### config.mk
export PLATFORM = sky130hd
export DESIGN_NAME = spmd_run_ctrl
export DESIGN_NICKNAME = d
export VERILOG_FILES = /design/src/verilog/spmd_pkg.sv /design/src/verilog/spmd_run_ctrl.sv
export SDC_FILE = /design/constraint.sdc
export NUM_CORES = 1
export LEC_CHECK = 0
export ABC_AREA = 1
export BUFFER_PORTS_ARGS = -buffer_cell sky130_fd_sc_hd__buf_4
export CORE_ASPECT_RATIO = 1.75
export CORE_MARGIN = 8
export CORE_UTILIZATION = 30
export CTS_BUF_LIST = sky130_fd_sc_hd__clkbuf_8
export CTS_CLUSTER_SIZE = 14
export DETAILED_ROUTE_END_ITERATION = 10
export PLACE_DENSITY_LB_ADDON = 0.12
export SYNTH_ARGS = -nofsm -noshare
export SYNTH_HDL_FRONTEND = slang
export SYNTH_SLANG_ARGS = --single-unit
### constraint.sdc
create_clock -name clk_i -period 3.5 [get_ports clk_i]
set_input_delay 0.875 -clock clk_i [delete_from_list [all_inputs] [get_ports clk_i]]
set_output_delay 0.875 -clock clk_i [all_outputs]
set_load 0.005 [all_outputs]
### src/verilog/spmd_pkg.sv
// spmd cluster shared definitions
// sizes, host register map, AXI response codes and state encodings
`default_nettype none

package spmd_pkg;

  localparam int NUM_TILES   = 4;
  localparam int TILE_ID_W   = 2;
  localparam int DMEM_WORDS  = 64;
  localparam int WORD_IDX_W  = 6;
  localparam int DATA_W      = 32;
  localparam int AXI_ADDR_W  = 12;
  localparam int RESET_DEPTH = 3;

  // host byte addresses
  localparam logic [AXI_ADDR_W-1:0] ADDR_CTRL        = 12'h000; // bit 0 run_en
  localparam logic [AXI_ADDR_W-1:0] ADDR_STATUS      = 12'h004; // done mask in 7:4
  localparam logic [AXI_ADDR_W-1:0] ADDR_CYCLES      = 12'h008;
  localparam logic [AXI_ADDR_W-1:0] ADDR_RESULT_BASE = 12'h010; // plus 4 per tile
  localparam logic [AXI_ADDR_W-1:0] MEM_BASE         = 12'h400; // tile in 9:8, word in 7:2

  localparam logic [1:0] RESP_OKAY   = 2'd0;
  localparam logic [1:0] RESP_SLVERR = 2'd2;

  typedef enum logic {
    REQ_STORE,
    REQ_LOAD
  } req_op_e;

  typedef enum logic [1:0] {
    BR_IDLE,
    BR_WAIT_TILE,
    BR_WRESP,
    BR_RRESP
  } bridge_state_e;

  typedef enum logic [1:0] {
    T_IDLE,
    T_LOAD_N,
    T_SUM,
    T_DONE
  } tile_state_e;

endpackage

`default_nettype wire

### src/verilog/spmd_run_ctrl.sv
// spmd run controller
// run enable, tile release chain and run cycle counter
`timescale 1ns/1ps
`default_nettype none

module spmd_run_ctrl (
  input  logic                           clk_i,
  input  logic                           reset_i,
  input  logic                           ctrl_wr_i,
  input  logic                           ctrl_wdata_i,
  input  logic [spmd_pkg::NUM_TILES-1:0] done_mask_i,
  output logic                           run_en_o,
  output logic                           tile_reset_o,
  output logic                           all_done_o,
  output logic [spmd_pkg::DATA_W-1:0]    cycles_o
);

  logic                             run_en_r;
  logic [spmd_pkg::RESET_DEPTH-1:0] rst_chain_r;
  logic                             run_rise;

  assign run_rise = ctrl_wr_i && ctrl_wdata_i && !run_en_r;

  always_ff @(posedge clk_i) begin
    if (reset_i) begin
      run_en_r    <= 1'b0;
      rst_chain_r <= '1;   // tiles held
      cycles_o    <= '0;
    end else begin
      if (ctrl_wr_i)
        run_en_r <= ctrl_wdata_i;
      rst_chain_r <= {rst_chain_r[spmd_pkg::RESET_DEPTH-2:0], ~run_en_r};
      if (run_rise)
        cycles_o <= '0;
      else if (!tile_reset_o && !all_done_o)
        cycles_o <= cycles_o + 1'b1; // freezes once every tile is done
    end
  end

  assign run_en_o     = run_en_r;
  assign tile_reset_o = rst_chain_r[spmd_pkg::RESET_DEPTH-1];
  assign all_done_o   = &done_mask_i;

endmodule

`default_nettype wire

==> results of run 1 <==
-- kinds of logic (layout without fill, tap and decap cells) --
family          after synthesis  after routing  synth area share (%)
flops                        36             36                  34.8
xor+xnor                      2              2                 0.846
fa+ha+maj                     1              1                 0.604
simple gates                182            182                  43.6
buf+inv                      53            100                  10.3
compound gates               34             34                  9.91
-- sequential cells by signal (all words and copies together) (netlist names) --
| register | count |
|---|---|
| cycles_o | 32 |
| run_en_o | 1 |
| rst_chain_r | 3 |
-- worst reg2reg max path, delay by kind of cell, from the launching register on --
family	cells	cell delay, ns
AO/OA/AOI/OAI	1	0.16
adder cells (fa/ha/maj)	1	0.21
buffers and inverters	1	0.08
flip-flops	1	0.40
AND/OR/NAND/NOR	5	0.61
-- stage by stage --
step	cells	util, %	instance area (sq um)	hold slack [ns]
after floorplan	308	-	2070	0.389
after global placement	431	36.5	2470	0.402
after detailed placement	431	36.5	2470	0.404
after CTS	439	37.9	2560	0.423
after global routing	439	37.9	2560	0.430
final	439	37.9	2560	0.419
-- where the power goes --
| group | switching, mW | internal (mW) |
|---|---|---|
| Combinational | 0.0204 | 0.0134 |
| Clock | 0.150 | 0.155 |
| Sequential | 0.00157 | 0.411 |
| Total | 0.172 | 0.579 |
-- layer usage --
layer / vias to the layer above / global-route usage [%] / wire length, um
met5: - / 0 / 0
met4: 0 / 6.59 / 154
met3: 8 / 3.42 / 235
met2: 32 / 21.5 / 2980
met1: 867 / 12.5 / 2320
li1: 1055 / - / -
-- path summary, 6_finish.rpt --
check	start	to	slack (ns)
min reg2reg	rst_chain_r[1]	rst_chain_r[2]	0.42
max reg2reg	cycles_o[1]	cycles_o[28]	1.92
min	rst_chain_r[1]	rst_chain_r[2]	0.42
max	done_mask_i[0]	all_done_o	1.27
-- cells in the mapped netlist (all sizes together) (2+ instances only) --
cell type	count	share of area [%]
nand2	77	16
nor2	66	17
inv	49	8.9
dfxtp	36	35
nand3	20	5.1
a21oi	14	3.4
o21ai	14	3.9
nand4	9	3.0
nor3	7	2.2
buf	3	1.1
o21a	2	0.72
o21bai	2	1.3
or2	2	0.60
-- final cells by class --
| class | count | area [sq um] | area share [%] |
|---|---|---|---|
| well taps | 84 | 105 | 4.11 |
| multi-input cells | 219 | 1140 | 44.5 |
| clock buffers | 6 | 82.6 | 3.23 |
| repair buffers | 42 | 315 | 12.3 |
| flip-flops and latches | 36 | 721 | 28.2 |
| clock inverters | 2 | 7.51 | 0.294 |
| inverters | 50 | 189 | 7.39 |
==> results.json, run 1 <==
{
  "run_status": "finished, final reports clean",
  "final_critical_period_ns": 2.23,
  "ant_nets": 0,
  "core_footprint_sq_mm": 0.00676,
  "layout.nets": 363,
  "tritoncts_clock_tree": "done",
  "drt_drc_violations_left": 0,
  "die_w_um": 78.8,
  "first_global_vias": 1852,
  "synth_edf_count": 0,
  "pre_cts_slack_ns": 1.22,
  "number_of_cells_upsized_or_downsized_after_cts": 0,
  "final_common_cell": "sky130_fd_sc_hd__nand2_1",
  "mappedNetlistNets": 317,
  "number_of_cells_on_the_worst_hold_path": 1,
  "ys_warn_count": 0,
  "cp_common_cell": "sky130_fd_sc_hd__buf_4",
  "synth-async-reset-ratio_pct": 0,
  "via_count": 1962,
  "wirelength_um": 5690,
  "detailed_route_iter0_violations": 78,
  "buffer_depth_of_the_longest_clock_path": 2,
  "hold_viol": 0,
  "htree_levels": 2,
  "path_class": "in -> out",
  "slew_headroom_pct": 50.4,
  "viasPerCell": 4.47,
  "critical_path.startpoint_type": "input pin",
  "floorplan.rows": 40,
  "initial_utilization_pct": 30.6,
  "grt_antenna_before_repair": 0,
  "worst_setup_path_end_kind": "output pin",
  "setup_repair_after_global_routing_missed_its_margin": "no",
  "final-setup-viol-count": 0,
  "largest_net_degree_at_the_start_of_global_routing": 25,
  "finalPower_mw": 0.752,
  "post-route-period-util_pct": 63.9,
  "tightest_slew_ns": 0.743,
  "crit_path_top_delay_cell": "sky130_fd_sc_hd__nor2_4",
  "critical_path.cell_chain": "buf_4 > nand2_2 > nor2_4 > buf_4",
  "cp.required_ns": 2.62,
  "max-cap-violations": 0,
  "synth_seq_cells": 36,
  "cts_hold_buffers": 0,
  "die_area_sq_mm": 0.00992,
  "firstDrtPassIters": 4,
  "yosys_most_used_dff": "sky130_fd_sc_hd__dfxtp_1",
  "power_leakage_nw": 1.06,
  "place.detailed.hpwl_um": 4560,
  "grt_overflow_total": 0,
  "synthCells": 308,
  "drive_gt1_share_pct": 24.2,
  "final.setup_skew_ns": 0.00327,
  "mappedNetlistArea_sq_mm": 0.00207,
  "cp_top_family": "simple AND/OR/NAND/NOR gates",
  "die-height_um": 126,
  "worstSkewPairLatency_ns": 0.29,
  "grt_first_pass_wirelength_um": 9340,
  "clkTransAtPathRegs_ns": 0.07,
  "cts_post_setup_buffers_inserted": 0,
  "num_io_pins": 43,
  "drv_slew": 0,
  "routed_len_inst_um": 13.0,
  "fin_setup_tns_ns": 0,
  "critical_path_peak_fanout": 2,
  "placement.io_buffers": 42,
  "syn_avg_cell_area_sq_um": 6.72,
  "timing.critical_path.depth": 4,
  "timing.critical_path.slowest_cell_delay_ns": 0.18,
  "synth.distinct_cells": 34,
  "finalWeightedCongestion": 0.785,
  "hold_path_class": "reg -> reg",
  "clock-sinks": 36,
  "nFillCells": 750,
  "critPathBufInv": 2,
  "reg2reg_depth": 8,
  "seq_area_frac_synth_pct": 34.8,
  "cp.arrival_ns": 1.36,
  "n_antenna_cell": 0,
  "mostFrequentLayoutCells": "sky130_fd_sc_hd__nand2_1 (67), sky130_fd_sc_hd__nor2_1 (50), sky130_fd_sc_hd__inv_1 (48), sky130_fd_sc_hd__buf_4 (42), sky130_fd_sc_hd__dfxtp_1 (36)",
  "irDropWorstVdd_mv": 0.185,
  "syn2layout_area_growth_pct": 23.5,
  "finalWorstSetupSlack_ns": 1.27,
  "grtUsageTotal_pct": 12.2,
  "max_freq_mhz": 447,
  "clock-root-buffer": "sky130_fd_sc_hd__clkbuf_8",
  "cts-buffers-inserted": 5,
  "power_dens_cells_mw_per_mm2": 294
}
No activity file was read; power rests on OpenSTA's default activity.
==> inputs of run 2 (changes only) <==
==> constraint.sdc (replaced) <==
create_clock -name clk_i -period 2.1 [get_ports clk_i]
set_input_delay 0.525 -clock clk_i [delete_from_list [all_inputs] [get_ports clk_i]]
set_output_delay 0.525 -clock clk_i [all_outputs]
set_load 0.005 [all_outputs]
==> run 2 against run 1 <==
  * First-iteration DRC count shrank 19%
  * Hold slack lost 0.0043 ns
  * Clock-buffer cell count shrank 1
  * Sequential power grew 67%
  * Highest routed layer unchanged
  * Cell count grew 0.46%
  * Die area is the same
  * Clock power grew 100%
  * Critical path depth grew 5
==> results.json, run 2 (same netlist as run 1, synthesis figures left out) <==
{
  "run_status": "finished, final reports clean",
  "buffer_depth_of_the_longest_clock_path": 2,
  "clock-sinks": 36,
  "syn2layout_area_growth_pct": 25.3,
  "cts_post_setup_buffers_inserted": 0,
  "total_switching_power_mw": 0.300,
  "max-cap-violations": 0,
  "critPathBufInv": 1,
  "htree_levels": 2,
  "critical_path.startpoint": "cycles_o[1]",
  "cp.arrival_ns": 1.79,
  "post-route-period-util_pct": 74.2,
  "holdCritStartpoint": "rst_chain_r[1]",
  "fin_setup_tns_ns": 0,
  "cp.required_ns": 2.34,
  "core_footprint_sq_mm": 0.00676,
  "timing.hold.ws_ns": 0.415,
  "clkPwrFrac_pct": 45.1,
  "ff2ff_setup_slack_ns": 0.54,
  "cts-buffers-inserted": 5,
  "detailed_route_iter0_violations": 63,
  "via_count": 1994,
  "clkTransAtPathRegs_ns": 0.08,
  "mostFrequentLayoutCells": "sky130_fd_sc_hd__nand2_1 (67), sky130_fd_sc_hd__nor2_1 (50), sky130_fd_sc_hd__inv_1 (46), sky130_fd_sc_hd__buf_4 (44), sky130_fd_sc_hd__dfxtp_1 (36)",
  "critical_path.reg2reg.endpoint": "cycles_o[22]",
  "path_class": "reg -> reg",
  "layout.nets": 365,
  "critical_path.startpoint_type": "register",
  "final_common_cell": "sky130_fd_sc_hd__nand2_1",
  "grt_antenna_before_repair": 0,
  "initial_utilization_pct": 30.6,
  "critical_path_peak_fanout": 4,
  "number_of_cells_on_the_worst_hold_path": 1,
  "drv_slew": 0,
  "worstSkewPairLatency_ns": 0.30,
  "clock-root-buffer": "sky130_fd_sc_hd__clkbuf_8",
  "grt_overflow_total": 0,
  "power_leakage_nw": 1.07,
  "floorplan.rows": 40,
  "final-setup-viol-count": 0,
  "number_of_cells_upsized_or_downsized_after_cts": 0,
  "power.sequential.fraction_pct": 50.5,
  "crit_path_top_delay_cell": "sky130_fd_sc_hd__dfxtp_1",
  "die_w_um": 78.8,
  "setup_repair_after_global_routing_missed_its_margin": "no",
  "hold_viol": 0,
  "largest_net_degree_at_the_start_of_global_routing": 25,
  "firstDrtPassIters": 4,
  "timing.critical_path.depth": 9,
  "switching_share_pct": 22.0,
  "tightest_slew_ns": 0.364,
  "n_antenna_cell": 0,
  "finish.utilization_pct": 38.4,
  "comb_power_share_pct": 4.4,
  "largest_register_ffs": 32,
  "slew_headroom_pct": 75.7,
  "wirelength_um": 5750,
  "timing.critical_path.slowest_cell_delay_ns": 0.40,
  "min_delay_worst_endpoint": "rst_chain_r[2]",
  "power_dens_cells_mw_per_mm2": 525,
  "worst_setup_path_end_kind": "register",
  "place.detailed.hpwl_um": 4580,
  "viasPerCell": 4.52,
  "num_io_pins": 43,
  "irDropWorstVdd_mv": 0.253,
  "final_critical_period_ns": 1.56,
  "cp_top_family": "simple AND/OR/NAND/NOR gates",
  "regMostFlops": "cycles_o",
  "power_report.internal_total_mw": 1.06,
  "reg2reg_depth": 9,
  "first_global_vias": 1933,
  "routed_len_inst_um": 13.0,
  "tritoncts_clock_tree": "done",
  "grt_first_pass_wirelength_um": 9300,
  "critical_path.cell_chain": "ha_1 > inv_1 > nor2_4 > nand2_2 > nor2_4 > nand4_2 > nand2_1 > nand2_1 > nor2_1",
  "grtUsageTotal_pct": 12.0,
  "final.setup_skew_ns": 0.00690,
  "cts_hold_buffers": 0,
  "max_freq_mhz": 642,
  "finalPower_mw": 1.36,
  "nFillCells": 781,
  "r2r-start": "cycles_o[1]",
  "die-height_um": 126,
  "placement.io_buffers": 42,
  "drt_drc_violations_left": 0,
  "hold_path_class": "reg -> reg",
  "ant_nets": 0,
  "drive_gt1_share_pct": 25.2,
  "finalWeightedCongestion": 0.839,
  "die_area_sq_mm": 0.00992
}
run 2: stage by stage:
stage	cell area, sq um	instances	setup slack [ns]
3_5_place_dp	2480	433	0.435
5_1_grt	2590	441	0.406
4_1_cts	2590	441	0.515
2_1_floorplan	2070	308	0.693
6_report	2590	441	0.542
3_3_place_gp	2480	433	0.466
run 2: power by group through the flow:
stage / logic, mW / registers, mW / clock network, mW
finish: 0.0601 / 0.688 / 0.614
global route: 0.0675 / 0.688 / 0.673
CTS: 0.0613 / 0.687 / 0.649
detailed placement: 0.0613 / 0.704 / 0
global placement: 0.0610 / 0.704 / 0
floorplan: 0.0355 / 0.704 / 0
run 2: how the worst max path moves through the flow:
stage / endpoint / slack [ns]
2_1_floorplan: cycles_o[24] / 0.69
3_3_place_gp: cycles_o[24] / 0.47
3_5_place_dp: cycles_o[24] / 0.44
4_1_cts: cycles_o[22] / 0.52
5_1_grt: cycles_o[10] / 0.41
6_report: cycles_o[22] / 0.54
run 2: area by class of cell:
class	count	area [sq um]	area share [%]
multi-input cells	219	1140	43.8
repair buffers	44	330	12.7
clock buffers	5	68.8	2.65
well taps	84	105	4.05
clock inverters	3	42.5	1.64
flip-flops and latches	36	721	27.8
inverters	50	189	7.28
run 2: per-layer routing:
layer | vias to the layer above | GRT usage (%) | wire (um)
met2 | 35 | 21.8 | 3050
li1 | 1064 | - | -
met1 | 885 | 11.7 | 2250
met3 | 10 | 3.49 | 258
met5 | - | 0 | 0
met4 | 0 | 6.48 | 187
run 2: worst reg2reg max path: stages, from the launching register on:
cell and delay, ns:
sky130_fd_sc_hd__dfxtp_1 0.40, sky130_fd_sc_hd__ha_1 0.22, sky130_fd_sc_hd__inv_1 0.09, sky130_fd_sc_hd__nor2_4 0.16
sky130_fd_sc_hd__nand2_2 0.10, sky130_fd_sc_hd__nor2_4 0.19, sky130_fd_sc_hd__nand4_2 0.13, sky130_fd_sc_hd__nand2_1 0.09
sky130_fd_sc_hd__nand2_1 0.05, sky130_fd_sc_hd__nor2_1 0.08
==> inputs of run 3 (changes only) <==
==> constraint.sdc (replaced) <==
create_clock -name clk_i -period 1.5 [get_ports clk_i]
set_input_delay 0.375 -clock clk_i [delete_from_list [all_inputs] [get_ports clk_i]]
set_output_delay 0.375 -clock clk_i [all_outputs]
set_load 0.005 [all_outputs]
==> run 3 against run 2 <==
  * Total power increased by 32%
  * Clock power increased by 21%
  * Cell count increased by 4.1%
  * Clock-buffer cell count increased by 1
  * Maximum frequency increased by 10%
  * Hold slack got worse by 0.14 ns
  * Flip-flop and latch count unchanged
  * Critical path type unchanged
  * Largest cell class unchanged
==> results.json, run 3 (same netlist as run 1, synthesis figures left out) <==
{
  "run_status": "finished, final reports clean",
  "layout.nets": 383,
  "holdCritStartpoint": "ctrl_wr_i",
  "tightest_slew_ns": 0.259,
  "grt_first_pass_wirelength_um": 9600,
  "htree_levels": 2,
  "placed_cell_area_sq_mm": 0.00264,
  "reg2reg_depth": 10,
  "grtUsageTotal_pct": 12.4,
  "n_antenna_cell": 0,
  "hold_path_class": "in -> reg",
  "syn2layout_area_growth_pct": 34.6,
  "critical_path.startpoint_type": "register",
  "detailed_route_iter0_violations": 84,
  "finalWorstSetupSlack_ns": 0.0894,
  "routed_len_inst_um": 13.0,
  "path_class": "reg -> reg",
  "hold_viol": 0,
  "floorplan.rows": 40,
  "wirelength_um": 5990,
  "max_freq_mhz": 709,
  "clock-root-buffer": "sky130_fd_sc_hd__clkbuf_8",
  "buffer_depth_of_the_longest_clock_path": 2,
  "post-route-period-util_pct": 94.0,
  "cp.arrival_ns": 1.66,
  "finish.utilization_pct": 41.2,
  "regMostFlops": "cycles_o",
  "placement.io_buffers": 42,
  "initial_utilization_pct": 30.6,
  "die_w_um": 78.8,
  "max-cap-violations": 0,
  "via_count": 2053,
  "finalWeightedCongestion": 0.829,
  "drv_slew": 0,
  "layout.cell_area.non_filler_sq_mm": 0.00279,
  "first_global_vias": 2047,
  "r2r-start": "cycles_o[1]",
  "cp.required_ns": 1.75,
  "cp_top_family": "simple AND/OR/NAND/NOR gates",
  "number_of_cells_on_the_worst_hold_path": 2,
  "clkTransAtPathRegs_ns": 0.07,
  "slew_headroom_pct": 82.6,
  "largest_register_ffs": 32,
  "nFillCells": 740,
  "final.setup_skew_ns": 0.00305,
  "cts_hold_buffers": 0,
  "place.detailed.hpwl_um": 4790,
  "final_common_cell": "sky130_fd_sc_hd__nand2_1",
  "die_area_sq_mm": 0.00992,
  "tritoncts_clock_tree": "done",
  "power_dens_cells_mw_per_mm2": 645,
  "timing.critical_path.slowest_cell_delay_ns": 0.34,
  "drive_gt1_share_pct": 34.4,
  "ff2ff_setup_slack_ns": 0.09,
  "grt_overflow_total": 0,
  "pre_cts_slack_ns": -0.0278,
  "grt_antenna_before_repair": 0,
  "final_critical_period_ns": 1.41,
  "firstDrtPassIters": 4,
  "critical_path.reg2reg.endpoint": "cycles_o[30]",
  "die-height_um": 126,
  "critical_path.cell_chain": "ha_2 > inv_1 > nor2_4 > buf_4 > nand3_2 > nor2_4 > nand3_1 > nand2_1 > inv_1 > nor2_1",
  "power_leakage_nw": 1.19,
  "timing.hold.ws_ns": 0.270,
  "critical_path_peak_fanout": 6,
  "fin_setup_tns_ns": 0,
  "worst_setup_path_end_kind": "register",
  "cts-buffers-inserted": 5,
  "largest_net_degree_at_the_start_of_global_routing": 25,
  "clock-sinks": 36,
  "mostFrequentLayoutCells": "sky130_fd_sc_hd__nand2_1 (67), sky130_fd_sc_hd__buf_4 (60), sky130_fd_sc_hd__inv_1 (46), sky130_fd_sc_hd__nor2_1 (45), sky130_fd_sc_hd__dfxtp_1 (24)",
  "core_footprint_sq_mm": 0.00676,
  "setup_repair_after_global_routing_missed_its_margin": "yes",
  "worstSkewPairLatency_ns": 0.30,
  "irDropWorstVdd_mv": 0.422,
  "num_io_pins": 43,
  "ant_nets": 0,
  "crit_path_top_delay_cell": "sky130_fd_sc_hd__dfxtp_2",
  "drt_drc_violations_left": 0,
  "final-setup-viol-count": 0,
  "min_delay_worst_endpoint": "run_en_o",
  "viasPerCell": 4.47,
  "critPathBufInv": 3
}
-- run 3: changes by cell type in the layout (fill, tap and decap cells not counted), sizes merged --
cell / previous run / this run
buf: 44 / 62
bufinv: 1 / 0
clkbuf: 5 / 6
clkinv: 2 / 3
clkinvlp: 1 / 0
-- run 3: layer usage --
layer	vias to the layer above	global-route usage, %	part of all wire [%]
met4	0	7.79	2.7
li1	1104	-	-
met3	11	3.56	3.8
met5	-	0	0
met2	32	22.7	54
met1	906	11.6	40
-- run 3: through the flow --
step	cells	power [mW]
2_1_floorplan	308	1.03
3_3_place_gp	450	1.08
3_5_place_dp	450	1.08
4_1_cts	458	1.83
5_1_grt	459	1.87
6_report	459	1.80
-- run 3: how the worst max path moves through the flow --
stage	endpoint	start	cells after the start	slack (ns)
after global placement	cycles_o[24]	done_mask_i[0]	9	0.002
after global routing	cycles_o[26]	cycles_o[1]	10	-0.04
after detailed placement	cycles_o[24]	done_mask_i[0]	9	-0.03
after floorplan	cycles_o[10]	cycles_o[1]	8	0.13
after CTS	cycles_o[24]	cycles_o[4]	9	0.01
final	cycles_o[30]	cycles_o[1]	10	0.09
-- run 3: report_power, final --
| part | internal (mW) | switching [mW] |
|---|---|---|
| logic | 0.0425 | 0.0507 |
| clock network | 0.367 | 0.374 |
| registers | 0.959 | 0.00332 |
-- run 3: what timing repair did --
item / CTS / global route
hold endpoints to repair: 0 / 0
setup buffers: 0 / 1
resized for setup: 0 / 22
setup endpoints to repair: 0 / 17
-- run 3: layout make-up --
cell class / instances / area, sq um / share of cell area [%]
Clock buffer: 6 / 82.6 / 2.96
Clock inverter: 2 / 10.0 / 0.359
Timing Repair Buffer: 62 / 490 / 17.6
Inverter: 50 / 189 / 6.78
Multi-Input combinational cell: 219 / 1170 / 42.1
Tap cell: 84 / 105 / 3.77
Sequential cell: 36 / 736 / 26.4
