==> src/verilog/spmd_pkg.sv <==
// spmd cluster shared definitions
// sizes, host register map, AXI response codes and state encodings
`default_nettype none

package spmd_pkg;

  localparam int NUM_TILES   = 4;
  localparam int TILE_ID_W   = 2;
  localparam int DMEM_WORDS  = 64;
  localparam int WORD_IDX_W  = 6;
  localparam int DATA_W      = 32;
  localparam int AXI_ADDR_W  = 12;
  localparam int RESET_DEPTH = 3;

  // host byte addresses
  localparam logic [AXI_ADDR_W-1:0] ADDR_CTRL        = 12'h000; // bit 0 run_en
  localparam logic [AXI_ADDR_W-1:0] ADDR_STATUS      = 12'h004; // done mask in 7:4
  localparam logic [AXI_ADDR_W-1:0] ADDR_CYCLES      = 12'h008;
  localparam logic [AXI_ADDR_W-1:0] ADDR_RESULT_BASE = 12'h010; // plus 4 per tile
  localparam logic [AXI_ADDR_W-1:0] MEM_BASE         = 12'h400; // tile in 9:8, word in 7:2

  localparam logic [1:0] RESP_OKAY   = 2'd0;
  localparam logic [1:0] RESP_SLVERR = 2'd2;

  typedef enum logic {
    REQ_STORE,
    REQ_LOAD
  } req_op_e;

  typedef enum logic [1:0] {
    BR_IDLE,
    BR_WAIT_TILE,
    BR_WRESP,
    BR_RRESP
  } bridge_state_e;

  typedef enum logic [1:0] {
    T_IDLE,
    T_LOAD_N,
    T_SUM,
    T_DONE
  } tile_state_e;

endpackage

`default_nettype wire

==> src/verilog/spmd_host_bridge.sv <==
// spmd host bridge
// AXI4-Lite slave, one transaction at a time; decodes the register map,
// answers register accesses and forwards memory accesses to the tiles
`timescale 1ns/1ps
`default_nettype none

module spmd_host_bridge (
  input  logic                                           clk_i,
  input  logic                                           reset_i,
  input  logic [spmd_pkg::AXI_ADDR_W-1:0]                s_awaddr_i,
  input  logic                                           s_awvalid_i,
  output logic                                           s_awready_o,
  input  logic [spmd_pkg::DATA_W-1:0]                    s_wdata_i,
  input  logic [3:0]                                     s_wstrb_i,
  input  logic                                           s_wvalid_i,
  output logic                                           s_wready_o,
  output logic [1:0]                                     s_bresp_o,
  output logic                                           s_bvalid_o,
  input  logic                                           s_bready_i,
  input  logic [spmd_pkg::AXI_ADDR_W-1:0]                s_araddr_i,
  input  logic                                           s_arvalid_i,
  output logic                                           s_arready_o,
  output logic [spmd_pkg::DATA_W-1:0]                    s_rdata_o,
  output logic [1:0]                                     s_rresp_o,
  output logic                                           s_rvalid_o,
  input  logic                                           s_rready_i,
  output logic                                           req_valid_o,
  output spmd_pkg::req_op_e                              req_op_o,
  output logic [spmd_pkg::TILE_ID_W-1:0]                 req_tile_o,
  output logic [spmd_pkg::WORD_IDX_W-1:0]                req_idx_o,
  output logic [spmd_pkg::DATA_W-1:0]                    req_wdata_o,
  input  logic                                           req_ready_i,
  input  logic                                           resp_valid_i,
  input  logic [spmd_pkg::DATA_W-1:0]                    resp_rdata_i,
  output logic                                           ctrl_wr_o,
  output logic                                           ctrl_wdata_o,
  input  logic                                           run_en_i,
  input  logic                                           all_done_i,
  input  logic [spmd_pkg::NUM_TILES-1:0]                 done_mask_i,
  input  logic [spmd_pkg::DATA_W-1:0]                    cycles_i,
  input  logic [spmd_pkg::NUM_TILES*spmd_pkg::DATA_W-1:0] result_i
);

  spmd_pkg::bridge_state_e state_r;
  logic                        wr_acc;
  logic                        rd_acc;
  logic                        full_strb;
  logic                        aw_mem;
  logic                        ar_mem;
  logic                        reg_hit;
  logic [spmd_pkg::DATA_W-1:0] reg_rdata;

  assign wr_acc = (state_r == spmd_pkg::BR_IDLE) && s_awvalid_i && s_wvalid_i;
  assign rd_acc = (state_r == spmd_pkg::BR_IDLE) && s_arvalid_i && !wr_acc; // writes win

  assign s_awready_o = wr_acc;
  assign s_wready_o  = wr_acc;
  assign s_arready_o = rd_acc;

  assign full_strb = (s_wstrb_i == 4'hf); // only whole words are written
  assign aw_mem = (s_awaddr_i[11:10] == spmd_pkg::MEM_BASE[11:10]);
  assign ar_mem = (s_araddr_i[11:10] == spmd_pkg::MEM_BASE[11:10]);

  // run enable takes effect on the accept edge
  assign ctrl_wr_o    = wr_acc && full_strb && (s_awaddr_i == spmd_pkg::ADDR_CTRL);
  assign ctrl_wdata_o = s_wdata_i[0];

  always_comb begin
    reg_hit   = 1'b1;
    reg_rdata = '0;
    case (s_araddr_i)
      spmd_pkg::ADDR_CTRL:   reg_rdata[0] = run_en_i;
      spmd_pkg::ADDR_STATUS: begin
        reg_rdata[0]   = all_done_i;
        reg_rdata[7:4] = done_mask_i;
      end
      spmd_pkg::ADDR_CYCLES: reg_rdata = cycles_i;
      default: begin
        if (s_araddr_i[11:4] == spmd_pkg::ADDR_RESULT_BASE[11:4] && s_araddr_i[1:0] == 2'b00)
          reg_rdata = result_i[s_araddr_i[3:2]*spmd_pkg::DATA_W +: spmd_pkg::DATA_W];
        else
          reg_hit = 1'b0; // unmapped, data stays 0
      end
    endcase
  end

  always_ff @(posedge clk_i) begin
    if (reset_i) begin
      state_r     <= spmd_pkg::BR_IDLE;
      req_valid_o <= 1'b0;
      s_bvalid_o  <= 1'b0;
      s_rvalid_o  <= 1'b0;
    end else begin
      case (state_r)
        spmd_pkg::BR_IDLE: begin
          if (wr_acc) begin
            if (aw_mem && full_strb && !run_en_i) begin
              req_valid_o <= 1'b1;
              req_op_o    <= spmd_pkg::REQ_STORE;
              req_tile_o  <= s_awaddr_i[9:8];
              req_idx_o   <= s_awaddr_i[7:2];
              req_wdata_o <= s_wdata_i;
              state_r     <= spmd_pkg::BR_WAIT_TILE;
            end else begin
              s_bvalid_o <= 1'b1;
              s_bresp_o  <= ctrl_wr_o ? spmd_pkg::RESP_OKAY : spmd_pkg::RESP_SLVERR;
              state_r    <= spmd_pkg::BR_WRESP;
            end
          end else if (rd_acc) begin
            if (ar_mem) begin
              req_valid_o <= 1'b1;
              req_op_o    <= spmd_pkg::REQ_LOAD;
              req_tile_o  <= s_araddr_i[9:8];
              req_idx_o   <= s_araddr_i[7:2];
              state_r     <= spmd_pkg::BR_WAIT_TILE;
            end else begin
              s_rvalid_o <= 1'b1;
              s_rdata_o  <= reg_rdata;
              s_rresp_o  <= reg_hit ? spmd_pkg::RESP_OKAY : spmd_pkg::RESP_SLVERR;
              state_r    <= spmd_pkg::BR_RRESP;
            end
          end
        end
        spmd_pkg::BR_WAIT_TILE: begin
          if (req_valid_o) begin
            if (req_ready_i) begin
              req_valid_o <= 1'b0;
              if (req_op_o == spmd_pkg::REQ_STORE) begin
                s_bvalid_o <= 1'b1;
                s_bresp_o  <= spmd_pkg::RESP_OKAY;
                state_r    <= spmd_pkg::BR_WRESP;
              end
            end
          end else if (resp_valid_i) begin // load data one cycle after transfer
            s_rvalid_o <= 1'b1;
            s_rdata_o  <= resp_rdata_i;
            s_rresp_o  <= spmd_pkg::RESP_OKAY;
            state_r    <= spmd_pkg::BR_RRESP;
          end
        end
        spmd_pkg::BR_WRESP: begin
          if (s_bready_i) begin
            s_bvalid_o <= 1'b0;
            state_r    <= spmd_pkg::BR_IDLE;
          end
        end
        default: begin
          if (s_rready_i) begin
            s_rvalid_o <= 1'b0;
            state_r    <= spmd_pkg::BR_IDLE;
          end
        end
      endcase
    end
  end

endmodule

`default_nettype wire

==> config.mk <==
export PLATFORM = sky130hd
export DESIGN_NAME = spmd_host_bridge
export DESIGN_NICKNAME = d
export VERILOG_FILES = /design/src/verilog/spmd_pkg.sv /design/src/verilog/spmd_host_bridge.sv
export SDC_FILE = /design/constraint.sdc
export NUM_CORES = 1
export LEC_CHECK = 0
export BUFFER_PORTS_ARGS = -buffer_cell sky130_fd_sc_hd__buf_2
export CORE_AREA = 2 2 137 139
export CTS_CLUSTER_DIAMETER = 80
export DETAILED_ROUTE_END_ITERATION = 10
export DIE_AREA = 0 0 139 141
export GPL_ROUTABILITY_DRIVEN = 0
export SLEW_MARGIN = 20
export SYNTH_ARGS = -nofsm -noshare
export SYNTH_HDL_FRONTEND = slang
export SYNTH_SLANG_ARGS = --single-unit
==> constraint.sdc <==
create_clock -name clk_i -period 10 [get_ports clk_i]
set_input_delay 1 -clock clk_i [delete_from_list [all_inputs] [get_ports clk_i]]
set_output_delay 1 -clock clk_i [all_outputs]
set_load 0.005 [all_outputs]
==> results of run 1 <==
synth_stat cells, types with 2 or more instances:
master	number
sky130_fd_sc_hd__a21boi_0	2
sky130_fd_sc_hd__a21oi_1	13
sky130_fd_sc_hd__a22oi_1	30
sky130_fd_sc_hd__and2_1	3
sky130_fd_sc_hd__and3_1	2
sky130_fd_sc_hd__and4b_1	2
sky130_fd_sc_hd__buf_2	6
sky130_fd_sc_hd__buf_4	5
sky130_fd_sc_hd__buf_6	3
sky130_fd_sc_hd__clkbuf_1	16
sky130_fd_sc_hd__dfxtp_1	5
sky130_fd_sc_hd__edfxtp_1	75
sky130_fd_sc_hd__ha_1	4
sky130_fd_sc_hd__inv_1	5
sky130_fd_sc_hd__mux2i_1	2
sky130_fd_sc_hd__mux4_2	31
sky130_fd_sc_hd__nand2_1	56
sky130_fd_sc_hd__nand2b_1	4
sky130_fd_sc_hd__nand3_1	2
sky130_fd_sc_hd__nand3b_1	5
sky130_fd_sc_hd__nor2_1	5
sky130_fd_sc_hd__nor2b_1	6
sky130_fd_sc_hd__nor3_1	6
sky130_fd_sc_hd__nor3b_1	2
sky130_fd_sc_hd__nor4_1	3
sky130_fd_sc_hd__o211ai_1	2
sky130_fd_sc_hd__o21ai_0	5
sky130_fd_sc_hd__o21ai_1	27
sky130_fd_sc_hd__o31ai_1	2
sky130_fd_sc_hd__o32ai_1	2
sky130_fd_sc_hd__or2_2	2
sky130_fd_sc_hd__or3_1	2
sky130_fd_sc_hd__or4_1	2
power by group through the flow:
stage / Sequential, mW / Clock (mW) / Combinational [mW]
2_1_floorplan: 0.471 / 0 / 0.203
3_3_place_gp: 0.463 / 0 / 0.365
3_5_place_dp: 0.463 / 0 / 0.368
4_1_cts: 0.456 / 0.346 / 0.370
5_1_grt: 0.461 / 0.360 / 0.406
6_report: 0.456 / 0.336 / 0.364
path summary, 6_finish.rpt:
| check | start | to | slack (ns) |
|---|---|---|---|
| max | state_r[0] | ctrl_wr_o | 6.65 |
| min | s_bvalid_o | s_bvalid_o | 0.48 |
| max reg2reg | state_r[0] | req_idx_o[4] | 7.36 |
| min reg2reg | s_bvalid_o | s_bvalid_o | 0.48 |
flip-flops by register name, summed over array words and instances, names as in the netlist, 2 cells and up:
register and flops:
req_wdata_o 32, req_idx_o 6, state_r 2, s_rdata_o 32
req_tile_o 2
stage by stage:
stage | cell area (sq um) | worst slack [ns]
2_1_floorplan | 4460 | 5.78
3_3_place_gp | 6410 | 6.65
3_5_place_dp | 6410 | 6.51
4_1_cts | 6700 | 6.65
5_1_grt | 6710 | 6.42
6_report | 6710 | 6.65
worst max-delay path, cell delays in order (launching register included):
cell	delay, ns
sky130_fd_sc_hd__dfxtp_1	0.35
sky130_fd_sc_hd__inv_1	0.09
sky130_fd_sc_hd__ha_1	0.37
sky130_fd_sc_hd__and3_1	0.55
sky130_fd_sc_hd__nand4_1	0.21
sky130_fd_sc_hd__nor3_1	0.27
sky130_fd_sc_hd__buf_2	0.17
layout make-up:
| cell class | count | area [sq um] |
|---|---|---|
| tap | 234 | 293 |
| antenna | 1 | 2.50 |
| clock buffer | 10 | 229 |
| inverter | 6 | 22.5 |
| multi-input combinational | 238 | 1930 |
| sequential | 80 | 2350 |
| clock inverter | 6 | 67.6 |
| timing repair buffer | 357 | 1810 |
| fill | 1883 | 11600 |
logic make-up (layout without fill, tap and decap cells):
group                      after synthesis  after routing  synth area share [%]
muxes                                   33             33                  16.1
and+or+nand+nor                        110            110                  13.0
DFF                                     80             80                  52.8
AOI/OAI and AO/OA                       89             89                  12.6
buffers and inverters                   37            379                  4.21
adders and majority gates                4              4                  1.12
other                                    1              3                0.0842
routing by layer:
layer  up-vias  global-route usage (%)  routed length [um]  part of all wire [%]
met1      2027                    19.0                6460                    38
met5         -                       0                  13                 0.077
met2       225                    29.0                8710                    52
met4         2                    6.91                 433                   2.6
met3        25                    4.42                1210                   7.2
li1       2062                       -                   -                     -
==> summary by stage, run 1 <==
Timing
The count of pins over their slew limit came to 0. The slew at the pin with the worst max-slew slack is 0.927 ns. The final number of setup-violating endpoints is 0. The tightest hold path in the finished design has a slack of 0.478 ns. Across the routed clock network, the largest skew measured is 0.00959 ns. In the finished design, the share of the clock period the worst path needs comes to 33.5%.

Based on the critical path, the design can be clocked at up to 298 MHz. The count of endpoints failing hold in the final timing report was 0. The relative slew slack is 37.6%. Setup repair after global routing left no endpoint under its margin. The final period demand of the worst path is 3.35 ns. Setup total negative slack on the finished layout was measured at 0 ns.

Route
The post-detailed-route via-to-cell ratio is 4.66. The first detailed-routing pass took 4 iterations. After detailed routing, the number of remaining DRC violations is 0. The starting DRC count in detailed routing is 193. Once detail routing completed, the nets flagged for antenna violations numbered 0.

The final wirelength is 16800 um. Dividing the detail-routed wire length by the instance count gives 18.1 um. The final route contains 4341 vias.

Logic synthesis
The number of instances in the synthesized netlist is 354. For this run, asynchronously set or reset flops after synthesis account for 0%. The synthesized netlist contains 50 unique library cells. In the synthesized netlist the dominant register cell turns out to be sky130_fd_sc_hd__edfxtp_1. The top cell type by total area after synthesis is sky130_fd_sc_hd__edfxtp_1. The post-synthesis average cell area is 12.6 sq um. In this run, synthesis produced a sequential element count of 80. Yosys mapped a number of flops with a built-in enable equal to 75. Of the post-synthesis cell area, the dominant cell type holds 50.6%.

During synthesis, Yosys emitted a total of 0 warnings. Of the synthesized area, sequential elements account for 52.8%. Summing every instance area after synthesis gives 4450 sq um. Ranked by total cell area, the synthesized netlist is headed by sky130_fd_sc_hd__edfxtp_1 (51%), sky130_fd_sc_hd__mux4_2 (16%), sky130_fd_sc_hd__a22oi_1 (5.1%).

Power
The clock network fraction of design power is 29.1%. The analysis attributes to net switching a power of 365 uW. Internal power comes to 791 uW. Dividing total power by cell area gives a power density of 172 nW/um^2. The completed layout was analyzed and its total power is 1.16 mW. The sequential power share is 39.4%. The switching part of the total is 31.6%. The share of power burned in combinational logic is 31.5%. For this design the static power due to leakage is 2.91 nW. VDD sags by at most 0.114 mV.

Floorplan
In this run the standard cell core region covers 18300 sq um. From bottom edge to top edge, the die measures 141 um. In this run the horizontal extent of the chip is 139 um.

In this run the count of I/O pins placed on the die edge is 352. The initial utilization of the core area, before any placement, comes to 24.4%. The die outline area is 19600 sq um. The row count is 50.

Global routing
The initial antenna violation count is 2. The number of global-route vias before repair was 4237. For this run, the total global-route usage over all layers was measured as 16.5%. The overall overflow remaining after global route is 0. The first-pass GRT wire length is 24400 um. The largest net degree at the start of global routing is 67.

Worst setup path
The kind of critical path is reg -> out. The data required time at the worst endpoint is 9.00 ns. The worst setup path is launched from a register. The kind of end point of the critical path is a primary output. The number of cells traversed by the worst register-to-register path is 8. Along the worst path, the maximum fanout reaches 16.

The critical path arrival is 2.35 ns.

Clock tree
TritonCTS built the clock tree. The number of setup buffers added after CTS is 0. The TritonCTS buffer count is 9.

The clock drives 80 sinks. The clock latency of the later-clocked register in the worst-skew pair is 0.34 ns. The clock tree synthesis step divided the H-tree into 3 levels. The maximum count of clock buffers along a single path is 2. The number of gates resized after CTS was 0. The clock tree root driver cell is sky130_fd_sc_hd__clkbuf_16. After clock tree synthesis, the clock-pin slew on the worst setup and hold paths is 0.06 ns. The number of hold buffers added after CTS was 0.

Finish
The share of post-route cells with drive strength above 1 is 58.7%. Excluding fillers, the count of instances in the completed layout stands at 932. Leaving out fill and tap cells, the most frequent cell in the layout is sky130_fd_sc_hd__buf_2.

The core occupancy in the finished layout is 36.7%. The final layout net count is 963. From synthesis to final layout, the design area changed by 50.5%. The library cells used most frequently in the layout, excluding fill and tap cells, are sky130_fd_sc_hd__buf_2 (349), sky130_fd_sc_hd__edfxtp_1 (75), sky130_fd_sc_hd__nand2_1 (56).

Placement
Buffers placed on the I/O ports in this run total 349. In this run, placement finished with an instance count of 915. The estimated wirelength of the detail-placed design is 13600 um.

Run
The tool flagged a number of max-cap violations equal to 0.

Hold path
Along the worst hold path, the cell count comes to 2. The type of the tightest min-delay check is reg -> reg.

Outcome
The flow ran to the end, and the final reports show no timing, DRC or antenna violations.
Note: power is estimated with default switching activity, not from simulation.
==> inputs of run 2 (changes only) <==
--- a/config.mk
+++ b/config.mk
@@ -6,10 +6,10 @@
 export NUM_CORES = 1
 export LEC_CHECK = 0
 export BUFFER_PORTS_ARGS = -buffer_cell sky130_fd_sc_hd__buf_2
-export CORE_AREA = 2 2 137 139
+export CORE_AREA = 2 2 136 138
 export CTS_CLUSTER_DIAMETER = 80
 export DETAILED_ROUTE_END_ITERATION = 10
-export DIE_AREA = 0 0 139 141
+export DIE_AREA = 0 0 138 140
 export GPL_ROUTABILITY_DRIVEN = 0
 export SLEW_MARGIN = 20
 export SYNTH_ARGS = -nofsm -noshare
==> constraint.sdc (replaced) <==
create_clock -name clk_i -period 2.9 [get_ports clk_i]
set_input_delay 0.29 -clock clk_i [delete_from_list [all_inputs] [get_ports clk_i]]
set_output_delay 0.29 -clock clk_i [all_outputs]
set_load 0.005 [all_outputs]
==> run 2 against run 1 <==
Via count grew 1.2%. Sequential power grew to 3.4 times the previous value. Count of clock-buffer cells in the layout shrank 1. Critical path depth grew 1. Routed wire length grew 0.20%. Final cell count grew 0.21%. Largest cell class unchanged. Largest power group unchanged.
==> summary by stage, run 2 (synthesis gave the netlist of run 1 again) <==
Outcome
The flow ran to the end, and the final reports show no timing, DRC or antenna violations.

Timing
The count of pins over their slew limit is 0 (unchanged). The final critical path takes up 80.0% of the cycle. Timing would allow up to 431 MHz.

The accumulated negative setup slack came to 0 ns (unchanged). The smallest clock period supported by the final layout is computed as 2.32 ns. The relative slew slack is 53.8% (+16 points).

The final number of setup-violating endpoints is 0 (unchanged). The slew at the pin with the worst max-slew slack was 0.689 ns (-0.238 ns). The worst-case clock skew is 0.00849 ns (-0.00109 ns).

Setup repair after global routing left no endpoint under its margin. The count of endpoints failing hold in the final timing report is 0 (unchanged).

Clock tree
The clock transition at the register clock pins on the worst setup and hold paths after CTS is 0.07 ns (about the same). The H-tree depth reported by CTS is 3 (unchanged). The clock latency of the later-clocked register in the worst-skew pair came to 0.35 ns (about the same).

The number of resized instances in the post-cts repair step is 0 (unchanged). The clock tree root driver cell is sky130_fd_sc_hd__clkbuf_16. The maximum count of clock buffers along a single path came to 2 (unchanged). The TritonCTS buffer count is 9 (unchanged).

The count of hold-fix buffers inserted at cts is 0 (unchanged). The clock net sink count is 80 (unchanged). TritonCTS built the clock tree. The number of setup buffers added after CTS is 0 (unchanged).

Finish
The largest registers in the layout are req_wdata_o: 32 flops, s_rdata_o: 32 flops, req_idx_o: 6 flops. The final layout net count is 968 (+0.52%). The share of post-route cells with drive strength above 1 came to 59.4% (+0.72 points). The top cell types in the final layout, fill and taps aside, are sky130_fd_sc_hd__buf_2 (349), sky130_fd_sc_hd__edfxtp_1 (75), sky130_fd_sc_hd__nand2_1 (56). The core occupancy in the finished layout is 38.3% (+1.6 points). The area growth from synthesis to layout is 52.7%. The leading cell type in the layout, fill and taps excluded is sky130_fd_sc_hd__buf_2.

Route
The post-detailed-route via-to-cell ratio came to 4.70 (+0.98%). The final wirelength was 16900 um (+0.20%). The starting DRC count in detailed routing came to 179 (-7.3%). The routed wire length per instance was 18.0 um (about the same).

The DRC violation count after routing is 0 (unchanged). The number of detailed-route iterations in the first pass is 4 (unchanged). The number of antenna-violating nets in the routed design is 0 (unchanged). The via count is 4393 (+1.2%).

Global routing
The first-pass GRT wire length is 24700 um (+1.0%). The number of global-route vias before repair is 4484 (+5.8%). The aggregate global-route resource usage was 16.7% (+0.23 points). The overall overflow remaining after global route is 0 (unchanged). The initial antenna violation count is 3 (+1). The largest net degree at the start of global routing is 67 (unchanged).

Power
The switching part of the total is 31.3% (-0.31 points). The leakage dissipation is 2.96 nW (+1.9%). The internal power summed over all cells is 2.85 mW (+260%). The peak supply drop is 0.273 mV (+140%). The sequential power share is 37.8% (-1.6 points). The share of power burned in combinational logic came to 31.1% (-0.4 points). The clock network fraction of design power is 31.1% (+2.0 points). The power density relative to cell area is 610 nW/um^2 (+250%). The net switching power figure is 1.30 mW (+260%).

Worst setup path
The nature of the critical path startpoint is a register. The number of cells traversed by the worst register-to-register path is 7 (-1). STA classifies the critical path endpoint as a primary output. The critical path is of the reg -> out type.

The data required time at the worst endpoint came to 2.61 ns (-6.39 ns). The critical path arrival is 2.03 ns (-0.32 ns). The maximum fanout count along the critical path is 9 (-7).

Hold path
The type of the tightest min-delay check is in -> reg. The number of instances on the worst hold path is 1 (-1).

Run
The max-capacitance violation count is 0 (unchanged).

Floorplan
The row count came to 49 (-2.0%). The effective utilization at floorplan is 25.1% (+0.67 points). The die outline height is 140 um (-0.71%). The I/O pin count came to 352 (unchanged). The die outline width was 138 um (-0.72%). The die outline area is 19300 sq um (-1.4%). The area of the core was 17800 sq um (-2.7%).

Placement
The estimated wirelength of the detail-placed design is 13700 um (+0.68%). The number of port buffers is 349 (unchanged).
-- run 2: changes by cell type in the layout (fill, tap and decap cells not counted), sizes merged --
cell | before | now
bufinv | 1 | 2
clkbuf | 10 | 9
buf | 357 | 362
clkinv | 3 | 1
diode | 1 | 3
inv | 7 | 10
clkinvlp | 1 | 0
-- run 2: cell type report --
class                      instances  area (sq um)
antenna                            3          7.51
clock buffer                       9           225
clock inverter                     7           109
fill                            1775         11000
inverter                           6          22.5
multi-input combinational        238          1940
sequential                        80          2350
tap                              229           287
timing repair buffer             362          1860
-- run 2: power groups by stage --
stage	Combinational, mW	Sequential (mW)	Clock, mW
6_report	1.29	1.57	1.29
5_1_grt	1.44	1.59	1.39
4_1_cts	1.31	1.57	1.34
3_5_place_dp	1.31	1.60	0
3_3_place_gp	1.30	1.60	0
2_1_floorplan	0.704	1.62	0
-- run 2: routing by layer --
metal / GRT usage [%] / wire [um]
met1: 19.9 / 6670
met2: 28.9 / 8570
met3: 4.55 / 1200
met4: 6.50 / 417
met5: 0 / 0
-- run 2: worst paths after layout --
kind | slack, ns | to | from
worst max-delay path | 0.58 | ctrl_wr_o | state_r[0]
worst min-delay path | 0.11 | req_wdata_o[13] | s_wdata_i[13]
worst max register to register | 0.73 | req_idx_o[2] | state_r[0]
worst min register to register | 0.48 | s_bvalid_o | s_bvalid_o
-- run 2: per-stage QoR --
| stage | total power, mW | setup slack [ns] | instances | area (sq um) | hold WS (ns) |
|---|---|---|---|---|---|
| after floorplan | 2.32 | 0.192 | 355 | 4460 | 0.389 |
| after global placement | 2.89 | 0.422 | 915 | 6460 | 0.467 |
| after detailed placement | 2.91 | 0.309 | 915 | 6460 | 0.463 |
| after CTS | 4.23 | 0.294 | 931 | 6790 | 0.0968 |
| after global routing | 4.42 | 0.380 | 934 | 6800 | 0.0849 |
| final | 4.15 | 0.581 | 934 | 6800 | 0.111 |
-- run 2: worst max-delay path, cell delays in order (launching register included) --
cell,delay (ns)
sky130_fd_sc_hd__dfxtp_1,0.34
sky130_fd_sc_hd__inv_1,0.09
sky130_fd_sc_hd__ha_1,0.19
sky130_fd_sc_hd__and3_1,0.32
sky130_fd_sc_hd__buf_4,0.21
sky130_fd_sc_hd__nand4_1,0.13
sky130_fd_sc_hd__nor3_1,0.24
sky130_fd_sc_hd__buf_2,0.16
==> inputs of run 3 (changes only) <==
--- a/config.mk
+++ b/config.mk
@@ -6,10 +6,10 @@
 export NUM_CORES = 1
 export LEC_CHECK = 0
 export BUFFER_PORTS_ARGS = -buffer_cell sky130_fd_sc_hd__buf_2
-export CORE_AREA = 2 2 136 138
+export CORE_AREA = 2 2 137 139
 export CTS_CLUSTER_DIAMETER = 80
 export DETAILED_ROUTE_END_ITERATION = 10
-export DIE_AREA = 0 0 138 140
+export DIE_AREA = 0 0 139 141
 export GPL_ROUTABILITY_DRIVEN = 0
 export SLEW_MARGIN = 20
 export SYNTH_ARGS = -nofsm -noshare
==> constraint.sdc (replaced) <==
create_clock -name clk_i -period 2.4 [get_ports clk_i]
set_input_delay 0.24 -clock clk_i [delete_from_list [all_inputs] [get_ports clk_i]]
set_output_delay 0.24 -clock clk_i [all_outputs]
set_load 0.005 [all_outputs]
==> run 3 against run 2 <==
Count of clock-buffer cells in the layout is the same. Global-route usage decreased by 0.83 points. Critical endpoint unchanged. Critical path depth did not move. Register-to-register slack worse by 0.22 ns. Power up 19%.
==> summary by stage, run 3 (synthesis gave the netlist of run 1 again) <==
Timing
The accumulated negative setup slack is 0 ns (unchanged). In the finished design, the share of the clock period the worst path needs comes to 89.1%. The relative slew slack is 57.5% (+3.6 points). The smallest hold slack was 0.0649 ns (-0.0462 ns).

The final number of setup-violating endpoints came to 0 (unchanged). The slew at the pin with the worst max-slew slack was 0.638 ns (-0.0514 ns). The count of endpoints failing hold in the final timing report is 0 (unchanged). Setup repair after global routing left no endpoint under its margin.

The worst path in the final design needs a cycle of 2.14 ns, including I/O delays and setup. The worst-case clock skew is 0.00879 ns (+0.000301 ns). The highest attainable clock frequency is 468 MHz. The count of pins over their slew limit is 0 (unchanged).

Floorplan
The die outline height is 141 um (+0.71%). The die outline width is 139 um (+0.72%). The effective utilization at floorplan is 24.4% (-0.67 points).

The area of the core is 18300 sq um (+2.7%). The die outline area came to 19600 sq um (+1.4%). The I/O pin count was 352 (unchanged).

The row count is 50 (+2.0%).

Route
The post-detailed-route via-to-cell ratio is 4.70 (about the same). The starting DRC count in detailed routing was 185 (+3.4%). The number of antenna-violating nets in the routed design is 0 (unchanged). The DRC violation count after routing is 0 (unchanged). The number of detailed-route iterations in the first pass is 4 (unchanged).

The via count came to 4405 (+0.27%). The routed wire length per instance is 17.5 um (-3.2%). The final wirelength is 16400 um (-2.9%).

Global routing
The overall overflow remaining after global route is 0 (unchanged). The global-route track usage on met3 is 4.35% (-0.20 points). The first-pass GRT wire length was 24000 um (-2.9%).

The number of global-route vias before repair is 4395 (-2.0%). The largest net degree at the start of global routing was 66 (-1.5%). The aggregate global-route resource usage is 15.9% (-0.83 points).

The initial antenna violation count is 1 (-2). The global routing met1 resource utilization is 19.4% (-0.44 points). The met2 routing resource usage after global routing was 27.2% (-1.7 points). The most utilized layer in the global route result is met2.

Clock tree
The number of setup buffers added after CTS came to 0 (unchanged). The clock transition at the register clock pins on the worst setup and hold paths after CTS is 0.07 ns (about the same). The maximum count of clock buffers along a single path came to 2 (unchanged). The H-tree depth reported by CTS is 3 (unchanged). The root buffer cell chosen for the clock tree is sky130_fd_sc_hd__clkbuf_16. The TritonCTS clock tree is done. The clock latency of the later-clocked register in the worst-skew pair was 0.34 ns (about the same). The clock net sink count is 80 (unchanged). The TritonCTS buffer count is 9 (unchanged).

Finish
The final design instance area without fill is 6830 sq um (+0.44%). The top cell types in the final layout, fill and taps aside, are sky130_fd_sc_hd__buf_2 (349), sky130_fd_sc_hd__edfxtp_1 (75), sky130_fd_sc_hd__nand2_1 (56). The core occupancy in the finished layout is 37.4% (-0.86 points). The count of non-filler cells in the finished layout is 937 (+0.32%). The final layout net count is 968 (unchanged).

Leaving out fill and tap cells, the most frequent cell in the layout is sky130_fd_sc_hd__buf_2. The share of post-route cells with drive strength above 1 is 59.5% (+0.14 points). Compared with the post-synthesis result, the final layout area differs by 53.4%. The largest registers in the layout are req_wdata_o: 32 flops, s_rdata_o: 32 flops, req_idx_o: 6 flops.

Placement
The post-placement cell area was 6510 sq um (+0.89%). The number of port buffers is 349 (unchanged). The estimated wirelength of the detail-placed design was 13600 um (-0.72%). The cell count after placement is 920 (+0.55%).

Outcome
The flow ran to the end, and the final reports show no timing, DRC or antenna violations.

Power
The sequential power share is 38.5% (+0.7 points). The internal power summed over all cells is 3.36 mW (+18%). The leakage dissipation came to 2.96 nW (-0.10%). The peak supply drop is 0.319 mV (+17%). The switching part of the total is 32.1% (+0.81 points). The share of power burned in combinational logic is 32.2% (+1.1 points). The net switching power figure was 1.59 mW (+22%). The power density relative to cell area is 724 nW/um^2 (+19%). The clock network fraction of design power is 29.3% (-1.8 points).

Worst setup path
The data required time at the worst endpoint is 2.16 ns (-0.45 ns). The kind of end point of the critical path is a primary output. STA classifies the critical path startpoint as a register.

The worst setup path is of the reg -> out kind. The critical path arrival is 1.90 ns (-0.13 ns). The maximum fanout count along the critical path was 13 (+4).

Run
The max-capacitance violation count is 0 (unchanged).

Hold path
The type of the tightest min-delay check is in -> reg.
run 3: metrics by stage:
| stage | worst slack [ns] | total power, mW |
|---|---|---|
| after floorplan | 0.0515 | 2.82 |
| after global placement | 0.466 | 3.53 |
| after detailed placement | 0.446 | 3.55 |
| after CTS | 0.108 | 5.03 |
| after global routing | 0.0426 | 5.25 |
| final | 0.262 | 4.95 |
run 3: critical path: stages, from the launching register on:
cell	delay, ns
sky130_fd_sc_hd__dfxtp_1	0.34
sky130_fd_sc_hd__inv_1	0.09
sky130_fd_sc_hd__ha_1	0.18
sky130_fd_sc_hd__and3_1	0.22
sky130_fd_sc_hd__buf_4	0.21
sky130_fd_sc_hd__nand4_1	0.16
sky130_fd_sc_hd__nor3_2	0.20
sky130_fd_sc_hd__buf_2	0.15
run 3: worst paths after layout:
check               endpoint  slack (ns)  cells past startpoint          start
max                ctrl_wr_o        0.26                      7     state_r[1]
min          req_wdata_o[27]        0.06                      1  s_wdata_i[27]
max reg2reg       s_bvalid_o        0.51                      6     state_r[0]
min reg2reg       s_rvalid_o        0.48                      2     s_rvalid_o
run 3: layout make-up:
class | instances | area (sq um)
antenna | 1 | 2.50
tap | 234 | 293
clock inverter | 7 | 86.3
multi-input combinational | 238 | 1940
fill | 1880 | 11400
clock buffer | 9 | 225
timing repair buffer | 362 | 1910
inverter | 6 | 22.5
sequential | 80 | 2350
run 3: power by group through the flow:
| stage | Sequential, mW | Clock, mW | Combinational [mW] |
|---|---|---|---|
| floorplan | 1.95 | 0 | 0.864 |
| global placement | 1.94 | 0 | 1.59 |
| detailed placement | 1.94 | 0 | 1.60 |
| CTS | 1.91 | 1.50 | 1.61 |
| global route | 1.93 | 1.56 | 1.76 |
| finish | 1.90 | 1.45 | 1.59 |
run 3: metal layers:
metal | vias to the layer above | share of wire (%)
met1 | 2060 | 39
li1 | 2074 | -
met4 | 0 | 2.2
met2 | 249 | 51
met5 | - | 0
met3 | 22 | 8.2
run 3: what timing repair did:
item                       in CTS  in global routing
setup endpoints to repair       0                  1
hold buffers                    0                  0
resized for setup               0                  1
